## src/hdl/sync_fifo.sv

```systemverilog
`timescale 1ns/1ps
`default_nettype none

// first-word-fall-through FIFO with the head always on o_data
module sync_fifo #(
    parameter type T_DATA = logic [7:0],
    parameter int  DEPTH  = 16
) (
    input  wire logic  i_axis_clk,
    input  wire logic  i_axis_rst,
    input  wire logic  i_push,
    input  wire T_DATA i_data,
    input  wire logic  i_pop,
    output T_DATA      o_data,
    output logic       o_empty,
    output logic       o_full
);

    localparam int PTR_W = (DEPTH > 1) ? $clog2(DEPTH) : 1;
    localparam int CNT_W = $clog2(DEPTH + 1);

    T_DATA            mem [DEPTH];
    logic [PTR_W-1:0] wr_ptr;
    logic [PTR_W-1:0] rd_ptr;
    logic [CNT_W-1:0] count;           // entries held
    logic             do_push;
    logic             do_pop;

    // wraps at DEPTH so non power of two depths work
    function automatic logic [PTR_W-1:0] next_ptr(input logic [PTR_W-1:0] ptr);
        return (ptr == PTR_W'(DEPTH - 1)) ? '0 : ptr + 1'b1;
    endfunction

    assign do_push = i_push && !o_full;    // push into a full FIFO is lost
    assign do_pop  = i_pop && !o_empty;
    assign o_empty = (count == '0);
    assign o_full  = (count == CNT_W'(DEPTH));
    assign o_data  = mem[rd_ptr];

    always_ff @(posedge i_axis_clk) begin
        if (do_push) begin
            mem[wr_ptr] <= i_data;
        end
    end

    always_ff @(posedge i_axis_clk or posedge i_axis_rst) begin
        if (i_axis_rst) begin
            wr_ptr <= '0;
            rd_ptr <= '0;
            count  <= '0;
        end else begin
            if (do_push) begin
                wr_ptr <= next_ptr(wr_ptr);
            end
            if (do_pop) begin
                rd_ptr <= next_ptr(rd_ptr);
            end
            case ({do_push, do_pop})
                2'b10:   count <= count + 1'b1;
                2'b01:   count <= count - 1'b1;
                default: count <= count;    // neither or both at once
            endcase
        end
    end

endmodule

`default_nettype wire

```

## config.mk

```make
export PLATFORM = sky130hd
export DESIGN_NAME = sync_fifo
export DESIGN_NICKNAME = d
export VERILOG_FILES = /design/src/hdl/sync_fifo.sv
export SDC_FILE = /design/constraint.sdc
export NUM_CORES = 1
export LEC_CHECK = 0
export BUFFER_PORTS_ARGS = -buffer_cell sky130_fd_sc_hd__buf_2
export CAP_MARGIN = 40
export CORE_MARGIN = 4
export CORE_UTILIZATION = 65
export CTS_CLUSTER_DIAMETER = 50
export DETAILED_ROUTE_END_ITERATION = 6
export GPL_TIMING_DRIVEN = 0
export PLACE_DENSITY = 0.92
export SLEW_MARGIN = 20
export SYNTH_ARGS = -nofsm -noshare
export SYNTH_HDL_FRONTEND = slang
export SYNTH_SLANG_ARGS = --single-unit
```

## constraint.sdc

```tcl
create_clock -name i_axis_clk -period 5.16 [get_ports i_axis_clk]
set_clock_uncertainty 0.1 [all_clocks]
set_input_delay 0.516 -clock i_axis_clk [delete_from_list [all_inputs] [get_ports i_axis_clk]]
set_output_delay 0.516 -clock i_axis_clk [all_outputs]
set_load 0.02 [all_outputs]
```

**Word-level counts from Yosys, hierarchy flattened**

Memory sizes are Yosys's and may differ from the RTL's.
Index checks and enable logic that the tools add are counted.

- Bits in registers: 13
- RAM bits: 128
- Input bits: 12
- Output and inout port bits: 10
- Logic and storage cells: 24
- Memories kept: 1

- $add $sub $neg: 4
- Equality and inequality tests: 5
- Multiplexer cells: 5
- Reductions and logical operators: 6

Memories:

| name | words | width | read ports | clocked after memory_dff | wr ports | RTL line | RTL |
|---|---|---|---|---|---|---|---|
| mem | 16 | 8 | 1 | 0 | 1 | 22 | `T_DATA mem [DEPTH];` |

Operators with widths:

| kind | number |
|---|---|
| case mux 5 bit (2 select lines) | 1 |
| adder 4 x 1 -> 4 bit, second input constant | 2 |
| equality test 4 bit, second input constant | 2 |
| two-way mux 4 bit | 2 |
| adder 5 x 1 -> 5 bit, second input constant | 1 |
| equality test 5 bit, second input constant | 1 |
| logical NOT 5 bit | 1 |
| subtractor 5 x 1 -> 5 bit, second input constant | 1 |
| equality test 2 x 1 -> 1 bit, second input constant | 1 |
| equality test 2 bit, second input constant | 1 |
| logical AND 1 bit | 2 |
| logical NOT 1 bit | 2 |
| two-way mux 1 bit | 2 |
| nonzero test 2 bit | 1 |

**Depth between registers and ports, before layout**

- Word-level depth: 5
- Depth in mapped cells: 10
- Mapped depth without buffers: 9

**Worst setup path before layout**

Ideal clock, no wire load.

- Kind: reg-to-reg
- From: reg count[0]
- To: reg count[4]
- Library setup time: 126 ps
- Arrival: 2,831 ps
- Required time: 4,934 ps
- Setup slack: 2,102 ps
- Stages on the path, launching flop included: 10
- Path buffers: 0
- Clock period less this slack: 3,058 ps
- Cells stage by stage: dfrtp_1 > or4_4 > o21ai_4 > inv_4 > ha_1 > fa_1 > a21o_1 > a2111oi_0 > a31oi_1 > a311o_1

- Longest elaborated chain between the ends: 5
- Elaborated cells on any way between the ends: 12
- Those cells by class: add/sub (2); eq/ne (3); mux (1); reduce/logical (6)

Ends and longest elaborated chain:

| item | RTL line | RTL |
|---|---|---|
| start: declaration | 25 | `logic [CNT_W-1:0] count;` |
| start signal: assignment | 59 | `2'b10: count <= count + 1'b1;` |
| start signal: assignment | 60 | `2'b01: count <= count - 1'b1;` |
| start signal: assignment | 61 | `default: count <= count;` |
| logical NOT 5 bit (*) | 36 | `assign o_empty = (count == '0);` |
| logical NOT 1 bit (*) | 35 | `assign do_pop = i_pop && !o_empty;` |
| logical AND 1 bit (*) | 35 |  |
| named net do_pop | 27 | `logic do_pop;` |
| equality test 2 x 1 -> 1 bit or equality test 2 bit (tied branches) | 58 | `case ({do_push, do_pop})` |
| case mux 5 bit (2 select lines) or nonzero test 2 bit (tied branches) | n/a |  |

Mark *: on every way through the listed nets, which the timed path passes. The rest lies on a longest branch.
A chain may end at the register's enable or synchronous reset.

**Worst setup path after layout**

Ends and elaborated chain as after synthesis.

==> flow_summary.toml <==
[timing]
fmax_ghz = 0.298
finalHoldViolCount = 0
setup_violations = 0
rsz0062_at_grt = "false"
fin_ws_ns = 1.80
maxSlewHeadroom_pct = 42.6
tightest_slew_ns = 0.858
slew_violations = 0
finalCriticalPeriod_ns = 3.36
finalCritPeriodShare_pct = 65.1
whs_ns = 0.269
setup_tns_ns = 0

[clocking]
clock_latency_ns = 0.52
postCtsSetupBuffers = 0
cts_tree = "yes"
clock-sinks = 141
clk_pin_slew_ns = 0.06
htree_levels = 4
cts_made_buffers = 17
clockBufferDepth = 2
cts_root_buf = "clkbuf_8"

[synth]
avgSynthCellArea_um2 = 17.3
async_flop_share_pct = 9.22
synthAdderAreaFrac_pct = 2.26
synth_ff_type = "edfxtp_1"
synth_warnings = 0
synth_edf_count = 128
synth_top_area_share_pct = 65.6
synth_compound_area_share_pct = 6.36
netlist_top_cells_area = "edfxtp_1 66%, dfrtp_1 5.6%, mux2i_1 5.5%"
ys_ff_latch = 141
seq_area_frac_synth_pct = 71.1
syn-num-nets = 360
syn_area_um2 = 5860
synth_most_common_cell = "edfxtp_1"
synth-xor-area-share_pct = 0.747
synth_top_area_cell = "edfxtp_1"
synth_top_family_by_area = "multiplexers"
synth-simple-area-share_pct = 4.25
syn-instance-count = 338
synth_mux_area_share_pct = 12.6
synthTopCellsByCount = "128 x edfxtp_1, 32 x mux2i_1, 21 x nand2_1"
yosysUniqueCellTypes = 45

[critical_path]
cp.arrival_ns = 3.66
cp_slowest_cell = "or4_4"
worstPathRequired_ns = 5.47
cp_top_family = "compound AO/OA/AOI/OAI gates"
cp_cell_sequence = "or4_4 -> o21ai_4 -> inv_4 -> ha_1 -> fa_1 -> a21o_1 -> a2111oi_0 -> a31oi_1 -> a311o_1"
cp_max_fo = 8
critical_path_class = "reg -> reg"
start_kind = "register"
slowest_delay_ns = 0.59
cp-end-kind = "register"
crit_buf_inv = 1

[pwr]
powerDensity_nw_per_um2 = 584
p_leak_nw = 2.40
power.total_w = 0.00393
ir_drop_uv = 327

[floorplanning]
die_area_um2 = 10600
die_h_um = 103
boundaryPins = 22
die_w_um = 103
start_util_pct = 66.9
rows = 34
design.core.area_um2 = 8760

[final_layout]
syn_to_final_growth_pct = 14.7
layout-drive-gt1-share_pct = 20.6
fin_nets = 402
diodes = 0

[route]
vias_per_cell = 6.60
routedWlPerCell_um = 24.4
drt-pass1-iter-count = 5
topRoutingLayerUsed = "met4"
drc = 0
dr_total_vias = 3308
antenna_left = 0
met2_length_um = 6050
initialDrtViolationCount = 268
drt-total-wl_um = 12200
drt-met1-wl_um = 4700
wl_met3_um = 1060

[flow_run]
cap_violations = 0

[min_path]
hold_class = "in -> reg"

[global_routing]
grt_overflow = 0
grt_usage_pct = 25.2
antenna_found_initial = 0
grt_max_degree = 17
grt_pass1_wl_um = 18700
grt_pass1_vias = 3321

[placement]
io_buffers = 21
gp_congestion = 0.824
pre_cts_slack_ns = 1.83
hpwl_um = 7510

[outcome]
status = "completed"
[metrics by stage]
| stage | area, um^2 | cells | utilization [%] |
|---|---|---|---|
| CTS | 6720 | 500 | 76.6 |
| global route | 6720 | 501 | 76.7 |
| global placement | 6100 | 467 | 69.6 |
| detailed placement | 6120 | 467 | 69.8 |
| floorplan | 5860 | 338 | - |
| finish | 6720 | 501 | 76.7 |
[where the power goes]
group / internal (W) / switching, W / total (W)
sequential: 0.00139 / 0.0000725 / 0.00146
clock: 0.000736 / 0.000466 / 0.00120
combinational: 0.000498 / 0.000762 / 0.00126
total: 0.00263 / 0.00130 / 0.00393
[sequential cells by signal, summed over array words and instances (netlist names)]
signal / cells
mem: 128
count: 5
wr_ptr: 4
rd_ptr: 4
[routing by layer]
metal	global-route usage, %	up-vias
li1	-	1431
met4	11.5	0
met3	7.04	41
met2	39.4	208
met1	33.4	1628
met5	0	-
[area by class of cell]
| type | instances | area, um^2 |
|---|---|---|
| Timing Repair Buffer | 23 | 123 |
| Sequential cell | 141 | 4170 |
| Clock buffer | 18 | 418 |
| Inverter | 6 | 25.0 |
| Fill cell | 451 | 2040 |
| Tap cell | 108 | 135 |
| Multi-Input combinational cell | 171 | 1560 |
| Clock inverter | 14 | 168 |
| Buffer | 20 | 131 |
[final timing paths]
| kind | end | startpoint | slack (ns) | cells after the start |
|---|---|---|---|---|
| max | count[4]$_DFFE_PP0P_ | count[0]$_DFFE_PP0P_ | 1.80 | 9 |
| max reg2reg | count[4]$_DFFE_PP0P_ | count[0]$_DFFE_PP0P_ | 1.80 | 9 |
| min | rd_ptr[1]$_DFFE_PP0P_ | i_pop | 0.27 | 4 |
| min in group asynchronous | rd_ptr[2]$_DFFE_PP0P_ | i_axis_rst | 0.51 | 3 |
| min reg2reg | count[2]$_DFFE_PP0P_ | count[2]$_DFFE_PP0P_ | 0.46 | 2 |
| max in group asynchronous | wr_ptr[0]$_DFFE_PP0P_ | i_axis_rst | 4.04 | 3 |
[logic make-up (layout without fill, tap and decap cells)]
logic type / Yosys count / after routing
mux: 50 / 50
simple gates: 55 / 55
buf+inv: 26 / 81
xor+xnor: 5 / 5
flops: 141 / 141
compound gates: 51 / 51
fa+ha+maj: 10 / 10
[layout by cell type, fill, tap and decap left out, types with 4 or more instances in the layout]
cell	instances
edfxtp_1	128
mux2i_1	32
buf_2	26
nand2_1	21
clkbuf_16	16
nor2_1	15
dfrtp_1	13
o21ai_0	11
mux4_1	9
ha_1	9
a221oi_1	8
a22oi_1	8
o211ai_1	8
mux4_2	7
clkbuf_1	6
xnor2_1	5
inv_1	5
nor3_2	4
a21o_1	4
clkinvlp_4	4
[tightest hold or removal path, stage by stage]
cell and delay (ns):
buf_2 0.10, o21ai_4 0.10, nand2_1 0.08, nand2_1 0.05
[timing repair]
item,in CTS,in global routing
gates resized for setup,0,0
hold buffers,1,0
endpoints found under the hold margin,13,0
No activity file was read; power rests on OpenSTA's default activity.
