File: src/hdl/ddr_rd_params.svh
`ifndef DDR_RD_PARAMS_SVH
`define DDR_RD_PARAMS_SVH

////////////////////////////////////////////////////////////
// bus widths
////////////////////////////////////////////////////////////

`define DDR_ADDR_W      32      // byte address
`define DDR_DATA_W      64      // one read beat
`define DDR_KEEP_W      8       // byte lanes per beat
`define DDR_LEN_W       9       // beat count 1..256
`define AXI_LEN_W       8       // ARLEN field, beats minus one

////////////////////////////////////////////////////////////
// buffering and burst geometry
////////////////////////////////////////////////////////////

// room for two full bursts
`define BEAT_FIFO_DEPTH 512
`define DESC_FIFO_DEPTH 16      // frames waiting to stream

// address step between consecutive beats
`define BEAT_BYTES      8

`endif

File: src/hdl/ddr_rd_pkg.sv
`default_nettype none

`include "ddr_rd_params.svh"

package ddr_rd_pkg;

    ////////////////////////////////////////////////////////////
    // requester side
    ////////////////////////////////////////////////////////////

    // one read request maps to one burst and one frame
    typedef struct packed {
        logic [`DDR_ADDR_W-1:0] addr;   // start byte address
        logic [`DDR_LEN_W-1:0]  len;    // beat count 1..256
        logic [`DDR_KEEP_W-1:0] keep;   // byte mask of last beat
    } ddr_rd_req_t;

    ////////////////////////////////////////////////////////////
    // frame descriptor
    ////////////////////////////////////////////////////////////

    // written once a burst has fully landed in the beat FIFO
    typedef struct packed {
        logic [`DDR_LEN_W-1:0]  len;    // beats in frame
        logic [`DDR_KEEP_W-1:0] keep;   // tkeep on tlast beat
    } frame_desc_t;

endpackage

`default_nettype wire

File: src/hdl/axis_framer.sv
`timescale 1ns/1ps
`default_nettype none

`include "ddr_rd_params.svh"

module axis_framer (
    input  wire logic                    i_axis_clk,
    input  wire logic                    i_axis_rst,

    // descriptor FIFO head
    input  wire ddr_rd_pkg::frame_desc_t i_desc,
    input  wire logic                    i_desc_empty,
    output logic                         o_desc_pop,

    // beat FIFO head
    input  wire logic [`DDR_DATA_W-1:0]  i_beat_data,
    input  wire logic                    i_beat_empty,
    output logic                         o_beat_pop,

    // AXIS master
    output logic [`DDR_DATA_W-1:0]       o_axis_tdata,
    output logic [`DDR_KEEP_W-1:0]       o_axis_tkeep,
    output logic                         o_axis_tlast,
    output logic                         o_axis_tvalid,
    input  wire logic                    i_axis_tready
);

    typedef enum logic {
        ST_IDLE,
        ST_STREAM
    } state_t;

    state_t                  state;
    logic                    desc_pop_q;   // one-cycle pop pulse
    ddr_rd_pkg::frame_desc_t desc_q;       // frame being streamed
    logic [`DDR_LEN_W-1:0]   beat_cnt;     // beats sent in frame
    logic                    streaming;
    logic                    last_beat;
    logic                    tx_fire;

    ////////////////////////////////////////////////////////////
    // descriptor fetch
    ////////////////////////////////////////////////////////////

    assign o_desc_pop = desc_pop_q;

    // head is latched on the same edge that pops it
    always_ff @(posedge i_axis_clk) begin
        if (desc_pop_q) begin
            desc_q <= i_desc;
        end
    end

    always_ff @(posedge i_axis_clk or posedge i_axis_rst) begin
        if (i_axis_rst) begin
            state      <= ST_IDLE;
            desc_pop_q <= 1'b0;
            beat_cnt   <= '0;
        end else begin
            desc_pop_q <= (state == ST_IDLE) && !i_desc_empty && !desc_pop_q;
            if (desc_pop_q) begin
                state    <= ST_STREAM;
                beat_cnt <= '0;
            end else if (tx_fire) begin
                if (last_beat) begin
                    state    <= ST_IDLE;    // frame done
                    beat_cnt <= '0;
                end else begin
                    beat_cnt <= beat_cnt + 1'b1;
                end
            end
        end
    end

    ////////////////////////////////////////////////////////////
    // AXIS output
    ////////////////////////////////////////////////////////////

    // all beats of the frame are already buffered once its descriptor exists
    assign streaming = (state == ST_STREAM);
    assign last_beat = streaming && (beat_cnt == desc_q.len - `DDR_LEN_W'(1));
    assign tx_fire   = o_axis_tvalid && i_axis_tready;

    assign o_axis_tvalid = streaming && !i_beat_empty;
    assign o_axis_tdata  = i_beat_data;    // FIFO head holds under stall
    assign o_axis_tlast  = last_beat;
    assign o_axis_tkeep  = last_beat ? desc_q.keep : '1;
    assign o_beat_pop    = tx_fire;

endmodule

`default_nettype wire

File: config.mk
export PLATFORM = sky130hd
export DESIGN_NAME = axis_framer
export DESIGN_NICKNAME = d
export VERILOG_FILES = /design/src/hdl/ddr_rd_pkg.sv /design/src/hdl/axis_framer.sv
export VERILOG_INCLUDE_DIRS = /design/src /design/src/hdl
export SDC_FILE = /design/constraint.sdc
export NUM_CORES = 1
export LEC_CHECK = 0
export BUFFER_PORTS_ARGS = -buffer_cell sky130_fd_sc_hd__buf_4
export CORE_ASPECT_RATIO = 0.7
export CORE_MARGIN = 3
export CORE_UTILIZATION = 40
export DETAILED_ROUTE_END_ITERATION = 8
export HOLD_SLACK_MARGIN = 0.12
export PLACE_DENSITY_LB_ADDON = 0.08
export SYNTH_ARGS = -nofsm -noshare
export SYNTH_HDL_FRONTEND = slang
export SYNTH_SLANG_ARGS = --single-unit
File: constraint.sdc
create_clock -name i_axis_clk -period 4.65 [get_ports i_axis_clk]
set_clock_uncertainty 0.05 [all_clocks]
set_input_delay 0.2325 -clock i_axis_clk [delete_from_list [all_inputs] [get_ports i_axis_clk]]
set_output_delay 0.2325 -clock i_axis_clk [all_outputs]
set_load 0.03 [all_outputs]
* Yosys cells after proc, flatten, opt, wreduce, memory -nomap -nowiden
Cells that the tools add are included.
Storage, ports and cells: register bits 28, input bits 86, output and inout port bits 76, logic and storage cells 27
Cells by class: $add $sub $neg 2, equality and inequality tests 1, mux-type cells 7, bitwise operators 1, reductions and logical operators 11
Operators with widths (count):
- 9-bit two-way mux | 3
- 9-bit by 1-bit adder with 9-bit output, second input constant | 1
- 9-bit equality test | 1
- 9-bit by 1-bit subtractor with 9-bit output, second input constant | 1
- 8-bit two-way mux | 1
- 1-bit logical AND | 5
- 2-bit nonzero test | 2
- 1-bit logical NOT | 3
- 1-bit two-way mux | 3
- 2-bit AND reduction | 1
- 1-bit inverter | 1

* Depth between registers and ports, before layout
depth after elaboration 6, mapped depth 12, gate-level depth less buffers 8

* Worst setup path before layout
No wires, ideal clock.
kind register -> output, start point reg desc_q[8] (netlist bit), end point out o_axis_tkeep[5], arrival 2.377 ns, data required time 4.368 ns, setup slack 1.990 ns, stages on the path, launching flop included 11, buffers on the path 3, cells stage by stage edfxtp_1 > buf_6 > inv_1 > ha_1 > xnor2_1 > a211oi_1 > o211ai_1 > or4_4 > buf_6 > buf_6 > or3_1
Between the ends: longest elaborated chain between the ends 4
Ends and longest elaborated chain:
- start: declaration | RTL line axis_framer.sv:35 | ddr_rd_pkg::frame_desc_t desc_q;
- start signal: assignment | RTL line axis_framer.sv:50 | desc_q <= i_desc;
- 9-bit by 1-bit subtractor with 9-bit output | RTL line axis_framer.sv:81 | assign last_beat = streaming && (beat_cnt == desc_q.len - `DDR_LEN_W'(1));
- 9-bit equality test | RTL line axis_framer.sv:81
- 1-bit logical AND | RTL line axis_framer.sv:81
- 8-bit two-way mux | RTL line axis_framer.sv:87 | assign o_axis_tkeep = last_beat ? desc_q.keep : '1;
- end: declaration | RTL line axis_framer.sv:22 | output logic [`DDR_KEEP_W-1:0] o_axis_tkeep,
No other way between the ends.

* Worst setup path after layout
start point reg desc_q[8] (netlist bit), end point out o_axis_tkeep[2]
Same word-level chain as after synthesis.

==> metrics.log <==
INFO  metric final_antenna_net_count = 0
INFO  metric final_period_minus_worst_setup_slack = 3150 ps
INFO  metric count_of_boundary_i_o_pins = 162
INFO  metric synth_cell_types = 40
INFO  metric ys_warn_count = 0
INFO  metric core_area = 0.00489 mm^2
INFO  metric detail_route.drc_violations = 0
INFO  metric syn_inst_count = between 200 and 250
INFO  metric finalCritPeriodShare = 67.8%
INFO  metric hold_path_startpoint = i_beat_data[21]
INFO  metric max_freq = 0.317 GHz
INFO  metric via_count = 1422
INFO  metric die_area = about 0.0061 mm^2
INFO  metric gr-usage-met2 = 24.4%
INFO  metric path_buf_inv = 2
INFO  metric critical_path_arrival = 2870 ps
INFO  metric synth-seq-cells = 28
INFO  metric initial_core_util = 42.5%
INFO  metric critPathSlowestCell = or4_4
INFO  metric critical_path.startpoint = desc_q[8]
INFO  metric cpPeakStageDelay = around 620 ps
INFO  metric cts.htree.levels = 1
INFO  metric rsz0062_at_grt = false
INFO  metric busiest_layer = met2
INFO  metric power.sequential.fraction = 47.7%
INFO  metric post_drt_wl_per_cell = 17.0 um
INFO  metric diodes = 0
INFO  metric fin_nets = 288
INFO  metric power.leakage = 0.790 nW
INFO  metric antenna_violations_before_repair = 0
INFO  metric tritoncts.num_buffers = 3
INFO  metric synth-async-reset-ratio = 39.3%
INFO  metric number_of_hold_violations_in_the_final_report = 0
INFO  metric grt_first_pass_wirelength = 7270 um
INFO  metric peak_ir_drop_on_the_vdd_network = about 0.00015 V
INFO  metric clock_tree_from_tritoncts = built
INFO  metric critPathCaptureType = output pin
INFO  metric pin_count_of_the_biggest_net_entering_global_routing = 32
INFO  metric cts.sink_count = 28
INFO  metric post_cts_resized = 0
INFO  metric slew_violations = 0
INFO  metric worst_slew_margin_rel = 63.9%
INFO  metric placement_rows = 21
INFO  metric synth.cells.most_frequent = buf_4 (65), edfxtp_1 (17), nand2_1 (13)
INFO  metric grtUsageMet1 = 17.0%
INFO  metric post_dp_cell_area = ~0.0018 mm^2
INFO  metric fin_total_pwr = 0.000698 W
INFO  metric fin_setup_tns = 0 ps
INFO  metric timing.critical_path.from_type = flop
INFO  metric ratio_of_cells_with_drive_above_1_in_the_final_layout = 21.6%
INFO  metric timing.rr.start = desc_q[8]
INFO  metric dp_hpwl = 3210 um
INFO  metric viasPerCell = 5.31
INFO  metric netSwitchingPower = 0.000204 W
INFO  metric timing_worst_setup_path_type = reg -> out
INFO  metric synthMostInstantiatedCell = buf_4
INFO  metric post-synth-top-area-cell = edfxtp_1
INFO  metric p_comb_share = 24.1%
INFO  metric timing.critical_path.fanout_max = 17
INFO  metric power.density_cell_area = 331 mW/mm^2
INFO  metric ctsLongestPathBuffers = 2
INFO  metric first_pass_iters = 4
INFO  metric setup_viol = 0
INFO  metric maxCapViolCount = 0
INFO  metric syn_area_per_cell = 9.66 um^2
INFO  metric area_delta_synth_final = 1.63%
INFO  metric mappedNetlistNets = 303
INFO  metric finish.instance_area = 0.00211 mm^2
INFO  metric synth.top_cells.by_area = edfxtp_1 (25%), buf_4 (23%), dfrtp_1 (13%)
INFO  metric critical_path.top_delay_family = simple AND/OR/NAND/NOR gates
INFO  metric height_of_the_chip = 66.3 um
INFO  metric drt-total-wl = 4550 um
INFO  metric global_route.usage.met3 = 6.83%
INFO  metric overflow = 0
INFO  metric first_global_vias = between 1000 and 1500
INFO  metric switching_share = 29.2%
INFO  metric synth_flop_cell = edfxtp_1
INFO  metric power.share.clock = 28.2%
INFO  metric detailedRoute.firstIterationViolations = 46
INFO  metric grt.total_usage = 15.0%
INFO  metric crit_required = 4370 ps
INFO  metric fp.dieW = about 92 um
INFO  metric clock_latency = 280 ps
INFO  metric cts.root.buffer_cell = clkbuf_8
INFO  metric worstPathCellList = inv_1 > ha_1 > xnor2_1 > a211oi_1 > o211ai_1 > or4_4 > or3_1 > buf_4
INFO  metric run_status = complete, no violations
INFO  metric seq_area_frac_synth = 37.8%
INFO  metric syn-cell-area = 0.00208 mm^2
INFO  metric clkTransAtPathRegs = 100 ps
INFO  metric p_int = between 0.0004 and 0.0005 W
INFO  metric post_synth_edffs = 17
INFO  metric tightestPinTransition = 539 ps
INFO  metric port-buffer-count = 33
INFO  metric min-delay-path-class = in -> out
INFO  metric place.gp.congestion = 0.834
INFO  metric synth_top_cell_area_share = 24.6%
-- what timing repair did --
item,CTS,global route
hold endpoints to repair,29,0
hold buffers,19,0
buffers inserted,0,0
-- final cells by class --
type                    count  area [um^2]
repair buffers             53          445
clock inverters             1         30.0
inverters                   6         22.5
fillers                   481         2780
well taps                  69         86.3
flip-flops and latches     28          786
clock buffers               3         41.3
multi-input cells         108          699
-- registers in the layout, indices dropped and copies added, names as in the netlist --
name        flops
beat_cnt        9
desc_q         17
state           1
o_desc_pop      1
-- worst register-to-register path: stages, from the launching register on --
cell and delay [ps]:
edfxtp_1 490, inv_1 80, ha_1 310, xnor2_1 130
a211oi_1 240, o211ai_1 140, or4_4 620, o31ai_1 280
nand2_1 80
-- path summary, 6_finish.rpt --
check / endpoint / depth (start not counted) / slack, ps
max: o_axis_tkeep[2] / 8 / 1500
min reg2reg: o_desc_pop / 1 / 470
max in group asynchronous: beat_cnt[0] / 3 / 3790
max reg2reg: state / 8 / 2130
min: o_axis_tdata[21] / 0 / 420
min in group asynchronous: beat_cnt[8] / 3 / 450
-- kinds of logic (layout without fill, tap and decap cells) --
logic type               count (synthesis)  in the layout  share of synthesized area, %
buffers and inverters                   79             63                          28.5
flip-flops                              28             28                          37.8
AO/OA/AOI/OAI                           36             36                          12.0
AND/OR/NAND/NOR                         61             61                          16.0
XOR/XNOR                                 9              9                          4.46
adder cells (fa/ha/maj)                  2              2                          1.20
-- stage by stage --
| stage | util [%] | instances | setup slack, ps | hold slack (ps) |
|---|---|---|---|---|
| after global routing | 43.2 | 268 | 1350 | 415 |
| after detailed placement | 37.8 | 245 | 1840 | 227 |
| after global placement | 37.8 | 245 | 2000 | 213 |
| final | 43.2 | 268 | 1500 | 415 |
| after floorplan | - | 215 | 1990 | 34.9 |
| after CTS | 43.2 | 268 | 1490 | 415 |
-- power groups by stage --
stage / registers, W / logic, W / clock network (W)
5_1_grt: 0.000338 / 0.000189 / 0.000217
6_report: 0.000333 / 0.000168 / 0.000197
4_1_cts: 0.000332 / 0.000169 / 0.000204
2_1_floorplan: 0.000317 / 0.000261 / 0
3_3_place_gp: 0.000337 / 0.000151 / 0
3_5_place_dp: 0.000338 / 0.000156 / 0
-- metal layers --
| metal | part of all wire (%) | routed length [um] |
|---|---|---|
| met1 | 41 | 1860 |
| met4 | 4.0 | 181 |
| met5 | 0 | 0 |
| met2 | 45 | 2050 |
| met3 | 9.9 | 451 |
-- cells in the final DEF, fill, tap and decap left out, types with 6 or more instances in the layout --
cell type      count
buf_4             34
dlygate4sd3_1     19
edfxtp_1          17
nand2_1           13
dfrtp_1           11
or3_1              9
nor2_1             7
a21oi_1            7
inv_1              6
Note: power is estimated with default switching activity, not from simulation.
