**config.mk**
```make
export PLATFORM = sky130hd
export DESIGN_NAME = axi_rd_issuer
export DESIGN_NICKNAME = d
export VERILOG_FILES = /design/src/hdl/axi_rd_pkg.sv /design/src/hdl/ddr_rd_pkg.sv /design/src/hdl/axi_rd_issuer.sv
export VERILOG_INCLUDE_DIRS = /design/src /design/src/hdl
export SDC_FILE = /design/constraint.sdc
export NUM_CORES = 1
export LEC_CHECK = 0
export CELL_PAD_IN_SITES_DETAIL_PLACEMENT = 1
export CELL_PAD_IN_SITES_GLOBAL_PLACEMENT = 2
export CORE_AREA = 2 2 95 97
export CTS_CLUSTER_DIAMETER = 120
export DETAILED_ROUTE_END_ITERATION = 12
export DIE_AREA = 0 0 97 99
export DONT_BUFFER_PORTS = 1
export PLACE_DENSITY = 0.63
export SETUP_SLACK_MARGIN = 0.05
export SKIP_CTS_REPAIR_TIMING = 1
export SLEW_MARGIN = 40
export SYNTH_ARGS = -nofsm -noshare
export SYNTH_HDL_FRONTEND = slang
export SYNTH_SLANG_ARGS = --single-unit
```
**constraint.sdc**
```tcl
create_clock -name i_axis_clk -period 3.05 [get_ports i_axis_clk]
set_clock_uncertainty 0.2 [all_clocks]
set_input_delay 0.1525 -clock i_axis_clk [delete_from_list [all_inputs] [get_ports i_axis_clk]]
set_output_delay 0.1525 -clock i_axis_clk [all_outputs]
set_load 0.05 [all_outputs]
```
**src/hdl/ddr_rd_params.svh**
```systemverilog
`ifndef DDR_RD_PARAMS_SVH
`define DDR_RD_PARAMS_SVH

////////////////////////////////////////////////////////////
// bus widths
////////////////////////////////////////////////////////////

`define DDR_ADDR_W      32      // byte address
`define DDR_DATA_W      64      // one read beat
`define DDR_KEEP_W      8       // byte lanes per beat
`define DDR_LEN_W       9       // beat count 1..256
`define AXI_LEN_W       8       // ARLEN field, beats minus one

////////////////////////////////////////////////////////////
// buffering and burst geometry
////////////////////////////////////////////////////////////

// room for two full bursts
`define BEAT_FIFO_DEPTH 512
`define DESC_FIFO_DEPTH 16      // frames waiting to stream

// address step between consecutive beats
`define BEAT_BYTES      8

`endif

```
**src/hdl/axi_rd_pkg.sv**
```systemverilog
`default_nettype none

`include "ddr_rd_params.svh"

package axi_rd_pkg;

    ////////////////////////////////////////////////////////////
    // AXI4 read address channel
    ////////////////////////////////////////////////////////////

    // INCR bursts of full bus width only
    typedef struct packed {
        logic [`DDR_ADDR_W-1:0] addr;   // first beat byte address
        logic [`AXI_LEN_W-1:0]  len;    // beats minus one
    } axi_ar_t;

    ////////////////////////////////////////////////////////////
    // AXI4 read data channel
    ////////////////////////////////////////////////////////////

    // id and resp not carried
    typedef struct packed {
        logic [`DDR_DATA_W-1:0] data;
        logic                   last;   // final beat of burst
    } axi_r_t;

endpackage

`default_nettype wire

```
**src/hdl/ddr_rd_pkg.sv**
```systemverilog
`default_nettype none

`include "ddr_rd_params.svh"

package ddr_rd_pkg;

    ////////////////////////////////////////////////////////////
    // requester side
    ////////////////////////////////////////////////////////////

    // one read request maps to one burst and one frame
    typedef struct packed {
        logic [`DDR_ADDR_W-1:0] addr;   // start byte address
        logic [`DDR_LEN_W-1:0]  len;    // beat count 1..256
        logic [`DDR_KEEP_W-1:0] keep;   // byte mask of last beat
    } ddr_rd_req_t;

    ////////////////////////////////////////////////////////////
    // frame descriptor
    ////////////////////////////////////////////////////////////

    // written once a burst has fully landed in the beat FIFO
    typedef struct packed {
        logic [`DDR_LEN_W-1:0]  len;    // beats in frame
        logic [`DDR_KEEP_W-1:0] keep;   // tkeep on tlast beat
    } frame_desc_t;

endpackage

`default_nettype wire

```
**src/hdl/axi_rd_issuer.sv**
```systemverilog
`timescale 1ns/1ps
`default_nettype none

`include "ddr_rd_params.svh"

module axi_rd_issuer (
    input  wire logic                      i_axis_clk,
    input  wire logic                      i_axis_rst,

    // requester
    input  wire ddr_rd_pkg::ddr_rd_req_t   i_req,
    input  wire logic                      i_req_valid,
    output logic                           o_req_ready,

    // AR channel
    output axi_rd_pkg::axi_ar_t            o_ar,
    output logic                           o_ar_valid,
    input  wire logic                      i_ar_ready,

    // R channel
    input  wire axi_rd_pkg::axi_r_t        i_r,
    input  wire logic                      i_r_valid,
    output logic                           o_r_ready,

    // beat FIFO write side
    output logic                           o_beat_push,
    output logic [`DDR_DATA_W-1:0]         o_beat_data,
    input  wire logic                      i_beat_full,

    // descriptor FIFO write side
    output logic                           o_desc_push,
    output ddr_rd_pkg::frame_desc_t        o_desc,
    input  wire logic                      i_desc_full
);

    ddr_rd_pkg::ddr_rd_req_t req_q;    // request of the burst in flight
    logic                    busy;     // burst outstanding
    logic                    req_take;
    logic                    r_fire;

    ////////////////////////////////////////////////////////////
    // request side
    ////////////////////////////////////////////////////////////

    // one burst at a time with a free descriptor slot
    assign o_req_ready = !busy && !i_desc_full;
    assign req_take    = i_req_valid && o_req_ready;

    always_ff @(posedge i_axis_clk) begin
        if (req_take) begin
            req_q <= i_req;
        end
    end

    always_ff @(posedge i_axis_clk or posedge i_axis_rst) begin
        if (i_axis_rst) begin
            busy <= 1'b0;
        end else if (req_take) begin
            busy <= 1'b1;
        end else if (r_fire && i_r.last) begin
            busy <= 1'b0;    // last beat taken
        end
    end

    ////////////////////////////////////////////////////////////
    // AR channel
    ////////////////////////////////////////////////////////////

    assign o_ar.addr = req_q.addr;
    assign o_ar.len  = `AXI_LEN_W'(req_q.len - `DDR_LEN_W'(1));   // beats minus one

    always_ff @(posedge i_axis_clk or posedge i_axis_rst) begin
        if (i_axis_rst) begin
            o_ar_valid <= 1'b0;
        end else if (req_take) begin
            o_ar_valid <= 1'b1;
        end else if (i_ar_ready) begin
            o_ar_valid <= 1'b0;    // handshake done
        end
    end

    ////////////////////////////////////////////////////////////
    // R channel
    ////////////////////////////////////////////////////////////

    // stall the slave while the beat FIFO has no room
    assign o_r_ready = busy && !i_beat_full;
    assign r_fire    = i_r_valid && o_r_ready;

    assign o_beat_push = r_fire;
    assign o_beat_data = i_r.data;

    // descriptor goes out with the closing beat
    assign o_desc_push = r_fire && i_r.last;
    assign o_desc.len  = req_q.len;
    assign o_desc.keep = req_q.keep;

endmodule

`default_nettype wire

```
[Word level (Yosys, flattened, before mapping)]
Cells that the tools add are included.
Word-level totals
  register bits: 51
  input bits: 121
  output and inout bits: 126
  word-level logic and storage cells: 20
Operators by class
  add/sub/neg operators: 1
  mux-type cells: 4
  reductions and logical operators: 10
Operators by type and width (number)
  $sub A8 B1 Y8 const B: 1
  $logic_and A1 B1 Y1: 5
  $mux W1: 4
  $reduce_bool A2 Y1: 2
  $logic_not A1 Y1: 3

[Logic depth before layout (Yosys ltp)]
Gate-level depths: netlist (run 1).
  word-level depth: 6
  depth in mapped cells: 5
  mapped depth without buffers: 5

[Least setup slack after synthesis (run 1)]
Ideal clock, no wire load.
  path kind: register to register
  start: register busy
  end: register req_q (netlist bit o_ar[10]) (enable)
  setup time: 0.413 ns
  arrival: 2.412 ns
  data required time: 2.437 ns
  setup slack: 0.025 ns
  stages on the path, launching flop included: 3
  clock period less this slack: 3.025 ns
  cell sequence: dfrtp_1 -> nor2_1 -> and2_1
Between the ends
  longest elaborated chain between the ends: 3
Ends and longest elaborated chain
  from (decl): RTL line axi_rd_issuer.sv:37  | logic busy;
  from (signal assigned): RTL line axi_rd_issuer.sv:57  | busy <= 1'b0;
  from (signal assigned): RTL line axi_rd_issuer.sv:59  | busy <= 1'b1;
  from (signal assigned): RTL line axi_rd_issuer.sv:61  | busy <= 1'b0;
  $logic_not A1 Y1: RTL line axi_rd_issuer.sv:46  | assign o_req_ready = !busy && !i_desc_full;
  $logic_and A1 B1 Y1: RTL line axi_rd_issuer.sv:46
  via o_req_ready: RTL line axi_rd_issuer.sv:13  | output logic o_req_ready,
  $logic_and A1 B1 Y1: RTL line axi_rd_issuer.sv:47  | assign req_take = i_req_valid && o_req_ready;
  via req_take: RTL line axi_rd_issuer.sv:38  | logic req_take;
  to (signal assigned): RTL line axi_rd_issuer.sv:51  | req_q <= i_req;
  to (decl): RTL line axi_rd_issuer.sv:36  | ddr_rd_pkg::ddr_rd_req_t req_q;
The timed path passes the listed nets, and every way through them passes these cells.
A chain may end at the register's enable or synchronous reset.

==> results of run 1 <==
-- worst max-delay path: stages (launching register included) --
cell	delay, ps
edfxtp_1	640
inv_1	120
buf_4	210
ha_1	260
nand2b_4	80
nor4_4	140
xor2_1	180
buf_4	220
-- kinds of logic (layout without fill, tap and decap cells) --
group / count (synthesis) / count (layout) / synth area share
AO/OA/AOI/OAI: 2 / 2 / 0.006793
XOR/XNOR: 6 / 6 / 0.02378
AND/OR/NAND/NOR: 15 / 15 / 0.04926
buffers and inverters: 69 / 76 / 0.2259
adder cells (fa/ha/maj): 1 / 1 / 0.005662
flip-flops: 51 / 51 / 0.6886
-- flip-flops by register name, indices dropped and copies added, names as in the netlist --
register	count
o_ar_valid	1
o_ar	32
o_desc	17
busy	1
-- stage by stage --
step	hold slack, ps	area (um2)	setup WS [ps]	std cells
6_report	105.0	2601	559.8	259
5_1_grt	105.1	2601	362.3	259
4_1_cts	-625.7	2061	509.8	205
3_5_place_dp	-301.2	1948	845.5	197
3_3_place_gp	-302.8	1946	875.2	197
2_1_floorplan	-306.3	2211	363.5	144
-- layout make-up --
cell class | instances | area (um2) | share of cell area
Clock buffer | 5 | 68.82 | 0.02646
Clock inverter | 3 | 43.79 | 0.01684
Inverter | 5 | 18.77 | 0.007215
Multi-Input combinational cell | 24 | 192.7 | 0.07407
Sequential cell | 51 | 1521 | 0.5849
Tap cell | 108 | 135.1 | 0.05195
Timing Repair Buffer | 63 | 620.6 | 0.2386
-- cells in the mapped netlist --
cell,number,area [um2]
buf_4,64,480.5
edfxtp_1,49,1471
inv_1,5,18.77
nor2_1,4,15.01
xor2_1,4,35.03
a21o_1,2,15.01
and2_1,2,12.51
dfrtp_1,2,50.05
nand2_1,2,7.510
nor2b_1,2,12.51
xnor2_1,2,17.52
and3_1,1,6.260
ha_1,1,12.51
nand2b_4,1,13.76
nand3_2,1,10.01
nor3_2,1,10.01
nor4_4,1,21.27
-- power by group --
| part | internal, mW | switching [mW] | total [mW] |
|---|---|---|---|
| clock network | 0.244 | 0.212 | 0.457 |
| registers | 0.828 | 0.169 | 0.997 |
| logic | 0.0777 | 0.106 | 0.183 |
| total | 1.15 | 0.487 | 1.64 |
-- worst paths after layout --
| path | start | endpoint | slack [ps] | cells past startpoint |
|---|---|---|---|---|
| min in group asynchronous | i_axis_rst | o_ar_valid | 470 | 3 |
| worst max register to register | busy | o_desc[12] | 1130 | 4 |
| max in group asynchronous | i_axis_rst | busy | 2060 | 3 |
| worst min-delay path | i_r[16] | o_beat_data[15] | 110 | 0 |
| worst max-delay path | o_desc[8] | o_ar[6] | 560 | 7 |
| worst min register to register | busy | busy | 380 | 1 |
-- layer usage --
layer  wire (um)  vias up
met1        1322      454
met5           0        -
met2        2256      117
met3         708       18
li1            -      433
met4         112        0
==> results by group, run 1 <==
GRT
  – GR peak layer: met2
  – GRT Util Overall: 0.07874
  – Total grt overflow: 0
  – Routing usage on met1: 0.06631
  – First-pass GRT wire length: ~5600 um
  – Met3 Resource Use GR: 0.06525
  – Largest net degree at the start of global routing: 41
  – Initial antenna violation count: 0
  – Met2 usage: 0.1266
  – Number of global-route vias before repair: 1019

Min path
  – Min-Delay Path Class: in -> out

Floorplan
  – Initial core utilization: 0.2584
  – Die footprint: 9603 um2
  – Num ports: 247
  – Core Region: 8551 um2
  – Chip height: 99 um
  – FP Rows: 34
  – Die X: 97 um

Routing
  – Via Count: 1022
  – WL final: 4399 um
  – Detailed Route Iter0 Violations: 24
  – Antenna viol nets, final: 0
  – DRC Markers: 0
  – Vias per cell: 3.946
  – WL per Instance: 16.98 um
  – Detailed Routing Iterations Pass 1: 4

Clocking
  – CTS buffer count: 5
  – Clock Latency Late Sink: ~290 ps
  – Max Root-Sink Buffers: 2
  – H-tree Lvls: 2
  – CTS tree: built
  – Root Driver: clkbuf_8
  – Clock Sinks: slightly above 50
  – Reg clk slew, reported paths: about 80 ps

Worst setup path
  – CP Capture Type: primary output
  – WP data required: 2700 ps
  – Worst path arrival time: 2140 ps
  – Crit start category: register
  – Worst Path Max Fanout: 3
  – WS Path Type: reg -> out

Cells and area
  – Fillers: between 800 and 900
  – Fin util: 0.3042
  – Most frequent cells in the layout: 54 x dlygate4sd3_1, 49 x edfxtp_1, 8 x buf_4, 5 x inv_1, 5 x clkbuf_8
  – Area growth syn-to-layout: 17.72%
  – Layout cell share with drive strength beyond 1: 0.1523
  – Antenna cells: 0
  – Final #Nets: 272
  – Commonest non-fill, non-tap cell in the layout: dlygate4sd3_1

STA
  – Fin. max-slew vios: 0
  – Worst Tran Pin Value: about 670 ps
  – RSZ-0062 raised after global routing: false
  – Hold violation count in the final report: 0
  – Fin Setup TNS: 0 ps
  – Relative slew slack: 0.5539
  – Max Clk Rate: 401.6 MHz
  – Min Tclk post-route: 2490 ps
  – Tcrit/Tclk final: 0.8164
  – Final setup viols: 0

Pwr
  – PD cells: 629.3 nW/um2
  – P_leak: 0.9197 nW
  – Total power: 1.637 mW
  – Maximum vdd drop: 383.1 uV

Synthesis
  – Synthesized flop and latch total: 51
  – Synth Net Count: 266
  – Synth Warn #: 0
  – Yosys cell types: 17
  – Avg Cell Area, Syn: around 15 um2
  – Synth Instances: 144
  – Sequential-to-total area share from yosys stat: 0.6886
  – Cell Area, Synth: between 2000 and 2500 um2

Placement
  – Gpl congestion: approximately 0.7
  – Post-DP HPWL: ~3000 um
  – Number of I/O port buffers: 0

Run
  – Max_cap viols: 0

Outcome
  – Status: finished, final reports clean
Note: power is estimated with default switching activity, not from simulation.
==> inputs of run 2 (changes only) <==
--- a/config.mk
+++ b/config.mk
@@ -6,14 +6,15 @@
 export SDC_FILE = /design/constraint.sdc
 export NUM_CORES = 1
 export LEC_CHECK = 0
+export ABC_AREA = 1
 export CELL_PAD_IN_SITES_DETAIL_PLACEMENT = 1
 export CELL_PAD_IN_SITES_GLOBAL_PLACEMENT = 2
-export CORE_AREA = 2 2 95 97
+export CORE_AREA = 2 2 96 98
 export CTS_CLUSTER_DIAMETER = 120
 export DETAILED_ROUTE_END_ITERATION = 12
-export DIE_AREA = 0 0 97 99
+export DIE_AREA = 0 0 98 100
 export DONT_BUFFER_PORTS = 1
-export PLACE_DENSITY = 0.63
+export PLACE_DENSITY = 0.65
 export SETUP_SLACK_MARGIN = 0.05
 export SKIP_CTS_REPAIR_TIMING = 1
 export SLEW_MARGIN = 40
==> constraint.sdc (replaced) <==
create_clock -name i_axis_clk -period 2.12 [get_ports i_axis_clk]
set_clock_uncertainty 0.2 [all_clocks]
set_input_delay 0.106 -clock i_axis_clk [delete_from_list [all_inputs] [get_ports i_axis_clk]]
set_output_delay 0.106 -clock i_axis_clk [all_outputs]
set_load 0.05 [all_outputs]
==> run 2 against run 1 <==
Against the previous run: final area is 7.8% higher; critical path depth fell by 1; power rose by 56%; first-iteration DRC count increased to 2.8 times the previous value; global-route usage grew 0.86 points; largest cell class unchanged; highest routed layer unchanged.
==> results by group, run 2 <==
Worst setup path
  – WP data required: 1810 ps
  – R2R depth: 6
  – Slowest CP cell: edfxtp_1
  – WS Path Type: reg -> out
  – Dominant delay contributor by cell family on the critical path: flip-flops
  – R2R setup slack: approximately 350 ps
  – CP bufs+invs: 3
  – CP cell instances: clkinvlp_4 -> ha_2 -> inv_1 -> nor2_2 -> inv_2 -> o21ai_4
  – Worst Path Max Fanout: 4
  – Crit start category: register
  – Slowest stage delay, CP: around 430 ps
  – Crit. path cell count: 6
  – Worst path arrival time: 1650 ps
  – CP Capture Type: primary output

Min path
  – Hold path cells: 0
  – Min-Delay Path Class: in -> out

Placement
  – Number of I/O port buffers: 0
  – Setup WS pre-CTS: 367.1 ps
  – Post-DP HPWL: 3660 um
  – Gpl congestion: 0.7605
  – DP Area: around 2100 um2

STA
  – Worst setup margin: 162.8 ps
  – RSZ-0062 raised after global routing: false
  – Min Tclk post-route: 1957 ps
  – Worst Tran Pin Value: 510.3 ps
  – Hold violation count in the final report: 0
  – Final setup viols: 0
  – Fin. max-slew vios: 0
  – Max Clk Rate: 510.9 MHz
  – Relative slew slack: 0.6605
  – Tcrit/Tclk final: 0.9232

Floorplan
  – Core Region: 8890 um2
  – Die footprint: between 9000 and 10000 um2
  – Die X: between 90 and 100 um
  – FP Rows: 35
  – Initial core utilization: 0.2507
  – Num ports: 247
  – Chip height: 100 um

Cells and area
  – Max reg flops: 32
  – Storage cell area: 1521 um2
  – Design area: 2804 um2
  – Fin util: 0.3154
  – Layout cell share with drive strength beyond 1: 0.2376
  – Final #Nets: 303
  – Multi-input logic area: 221.5 um2
  – Fillers: 920
  – Most frequent cells in the layout: 57 x dlygate4sd3_1, 49 x edfxtp_1, 14 x buf_4, 12 x inv_1, 10 x nand2_1
  – Antenna cells: 0
  – Commonest non-fill, non-tap cell in the layout: dlygate4sd3_1
  – Area growth syn-to-layout: 25.83%

Routing
  – Via Count: 1170
  – Detailed Routing Iterations Pass 1: 3
  – Vias per cell: 4.007
  – DRC Markers: 0
  – Antenna viol nets, final: 0
  – WL per Instance: 17.46 um
  – WL final: 5099 um
  – Detailed Route Iter0 Violations: 66

GRT
  – Initial antenna violation count: 0
  – Total grt overflow: 0
  – Largest net degree at the start of global routing: 42
  – First-pass GRT wire length: 6258 um
  – GRT Util Overall: 0.08729
  – Number of global-route vias before repair: 1080

Synthesis
  – Sequential-to-total area share from yosys stat: 0.6828
  – Yosys cell types: 16
  – Synth Warn #: 0
  – Yosys top cell by area: edfxtp_1
  – Avg Cell Area, Syn: 13.76 um2
  – Cell Area, Synth: between 2000 and 2500 um2
  – Most common cell in the netlist: buf_4
  – Post-synth top flop: edfxtp_1
  – Top post-synthesis cells by area: edfxtp_1 66%, buf_4 22%, inv_1 2.5%
  – Post-synth top cells: 64 x buf_4, 49 x edfxtp_1, 15 x inv_1, 12 x nand2_1
  – Synthesized flop and latch total: 51
  – Post-synth EDFFs: 49
  – Yosys top cell area share: 0.6603
  – Synth Net Count: 284
  – Synth Instances: 162
  – Post-synth ARST share: 0.03922

Clocking
  – Clock Sinks: between 50 and 60
  – Root Driver: clkbuf_8
  – Reg clk slew, reported paths: 80 ps
  – CTS buffer count: 5
  – Clock Latency Late Sink: about 290 ps
  – H-tree Lvls: 2
  – Max Root-Sink Buffers: 2
  – CTS tree: built

Run
  – Max_cap viols: 0

Outcome
  – Status: finished, final reports clean

Pwr
  – Clock power share: 0.205
  – Maximum vdd drop: 569.9 uV
  – Internal cell power: 1.651 mW
  – Sw Pwr: 0.9067 mW
  – Logic pwr share: 0.197
  – Switch share: 0.3544
  – P_leak: 1.009 nW
  – PD cells: 912.3 nW/um2
  – Flop pwr share: 0.598
[run 2: per-stage QoR]
stage | setup TNS (ps) | power, mW | instances | hold WS, ps
finish | 0 | 2.558 | 292 | 12.02
global route | 0 | 2.663 | 292 | 12.08
CTS | 0 | 2.481 | 235 | -665.3
detailed placement | 0 | 1.962 | 228 | -346.3
global placement | 0 | 1.952 | 228 | -349.6
floorplan | -148.1 | 2.129 | 162 | -352.8
[run 2: final timing paths]
check | from | to
setup / recovery | o_desc[8] | o_ar[4]
hold / removal | i_r[12] | o_beat_data[11]
setup reg to reg | busy | busy
hold reg to reg | busy | busy
max in group asynchronous | i_axis_rst | o_ar_valid
min in group asynchronous | i_axis_rst | busy
[run 2: layout make-up]
type,instances,area share
Clock buffer,5,0.02454
Tap cell,111,0.04953
Sequential cell,51,0.5426
Multi-Input combinational cell,32,0.07898
Timing Repair Buffer,76,0.2767
Clock inverter,2,0.004909
Inverter,15,0.02276
[run 2: logic make-up after synthesis]
| family | count (synthesis) | share of synthesized area |
|---|---|---|
| buf+inv | 79 | 0.2409 |
| flops | 51 | 0.6828 |
| simple gates | 26 | 0.05783 |
| compound gates | 4 | 0.008980 |
| xor+xnor | 1 | 0.003931 |
| fa+ha+maj | 1 | 0.005614 |
[run 2: power groups by stage]
stage | Combinational [mW] | Sequential [mW] | Clock (mW)
final | 0.503 | 1.53 | 0.525
after global routing | 0.536 | 1.54 | 0.585
after CTS | 0.412 | 1.53 | 0.536
after detailed placement | 0.411 | 1.55 | 0
after global placement | 0.401 | 1.55 | 0
after floorplan | 0.551 | 1.58 | 0
[run 2: layer usage]
| metal | part of all wire | track usage | vias to the layer above |
|---|---|---|---|
| met5 | 0 | 0 | - |
| met4 | 0.034 | 0.05876 | 0 |
| met3 | 0.15 | 0.06825 | 24 |
| met2 | 0.54 | 0.1523 | 100 |
| met1 | 0.27 | 0.06406 | 542 |
| li1 | - | - | 504 |
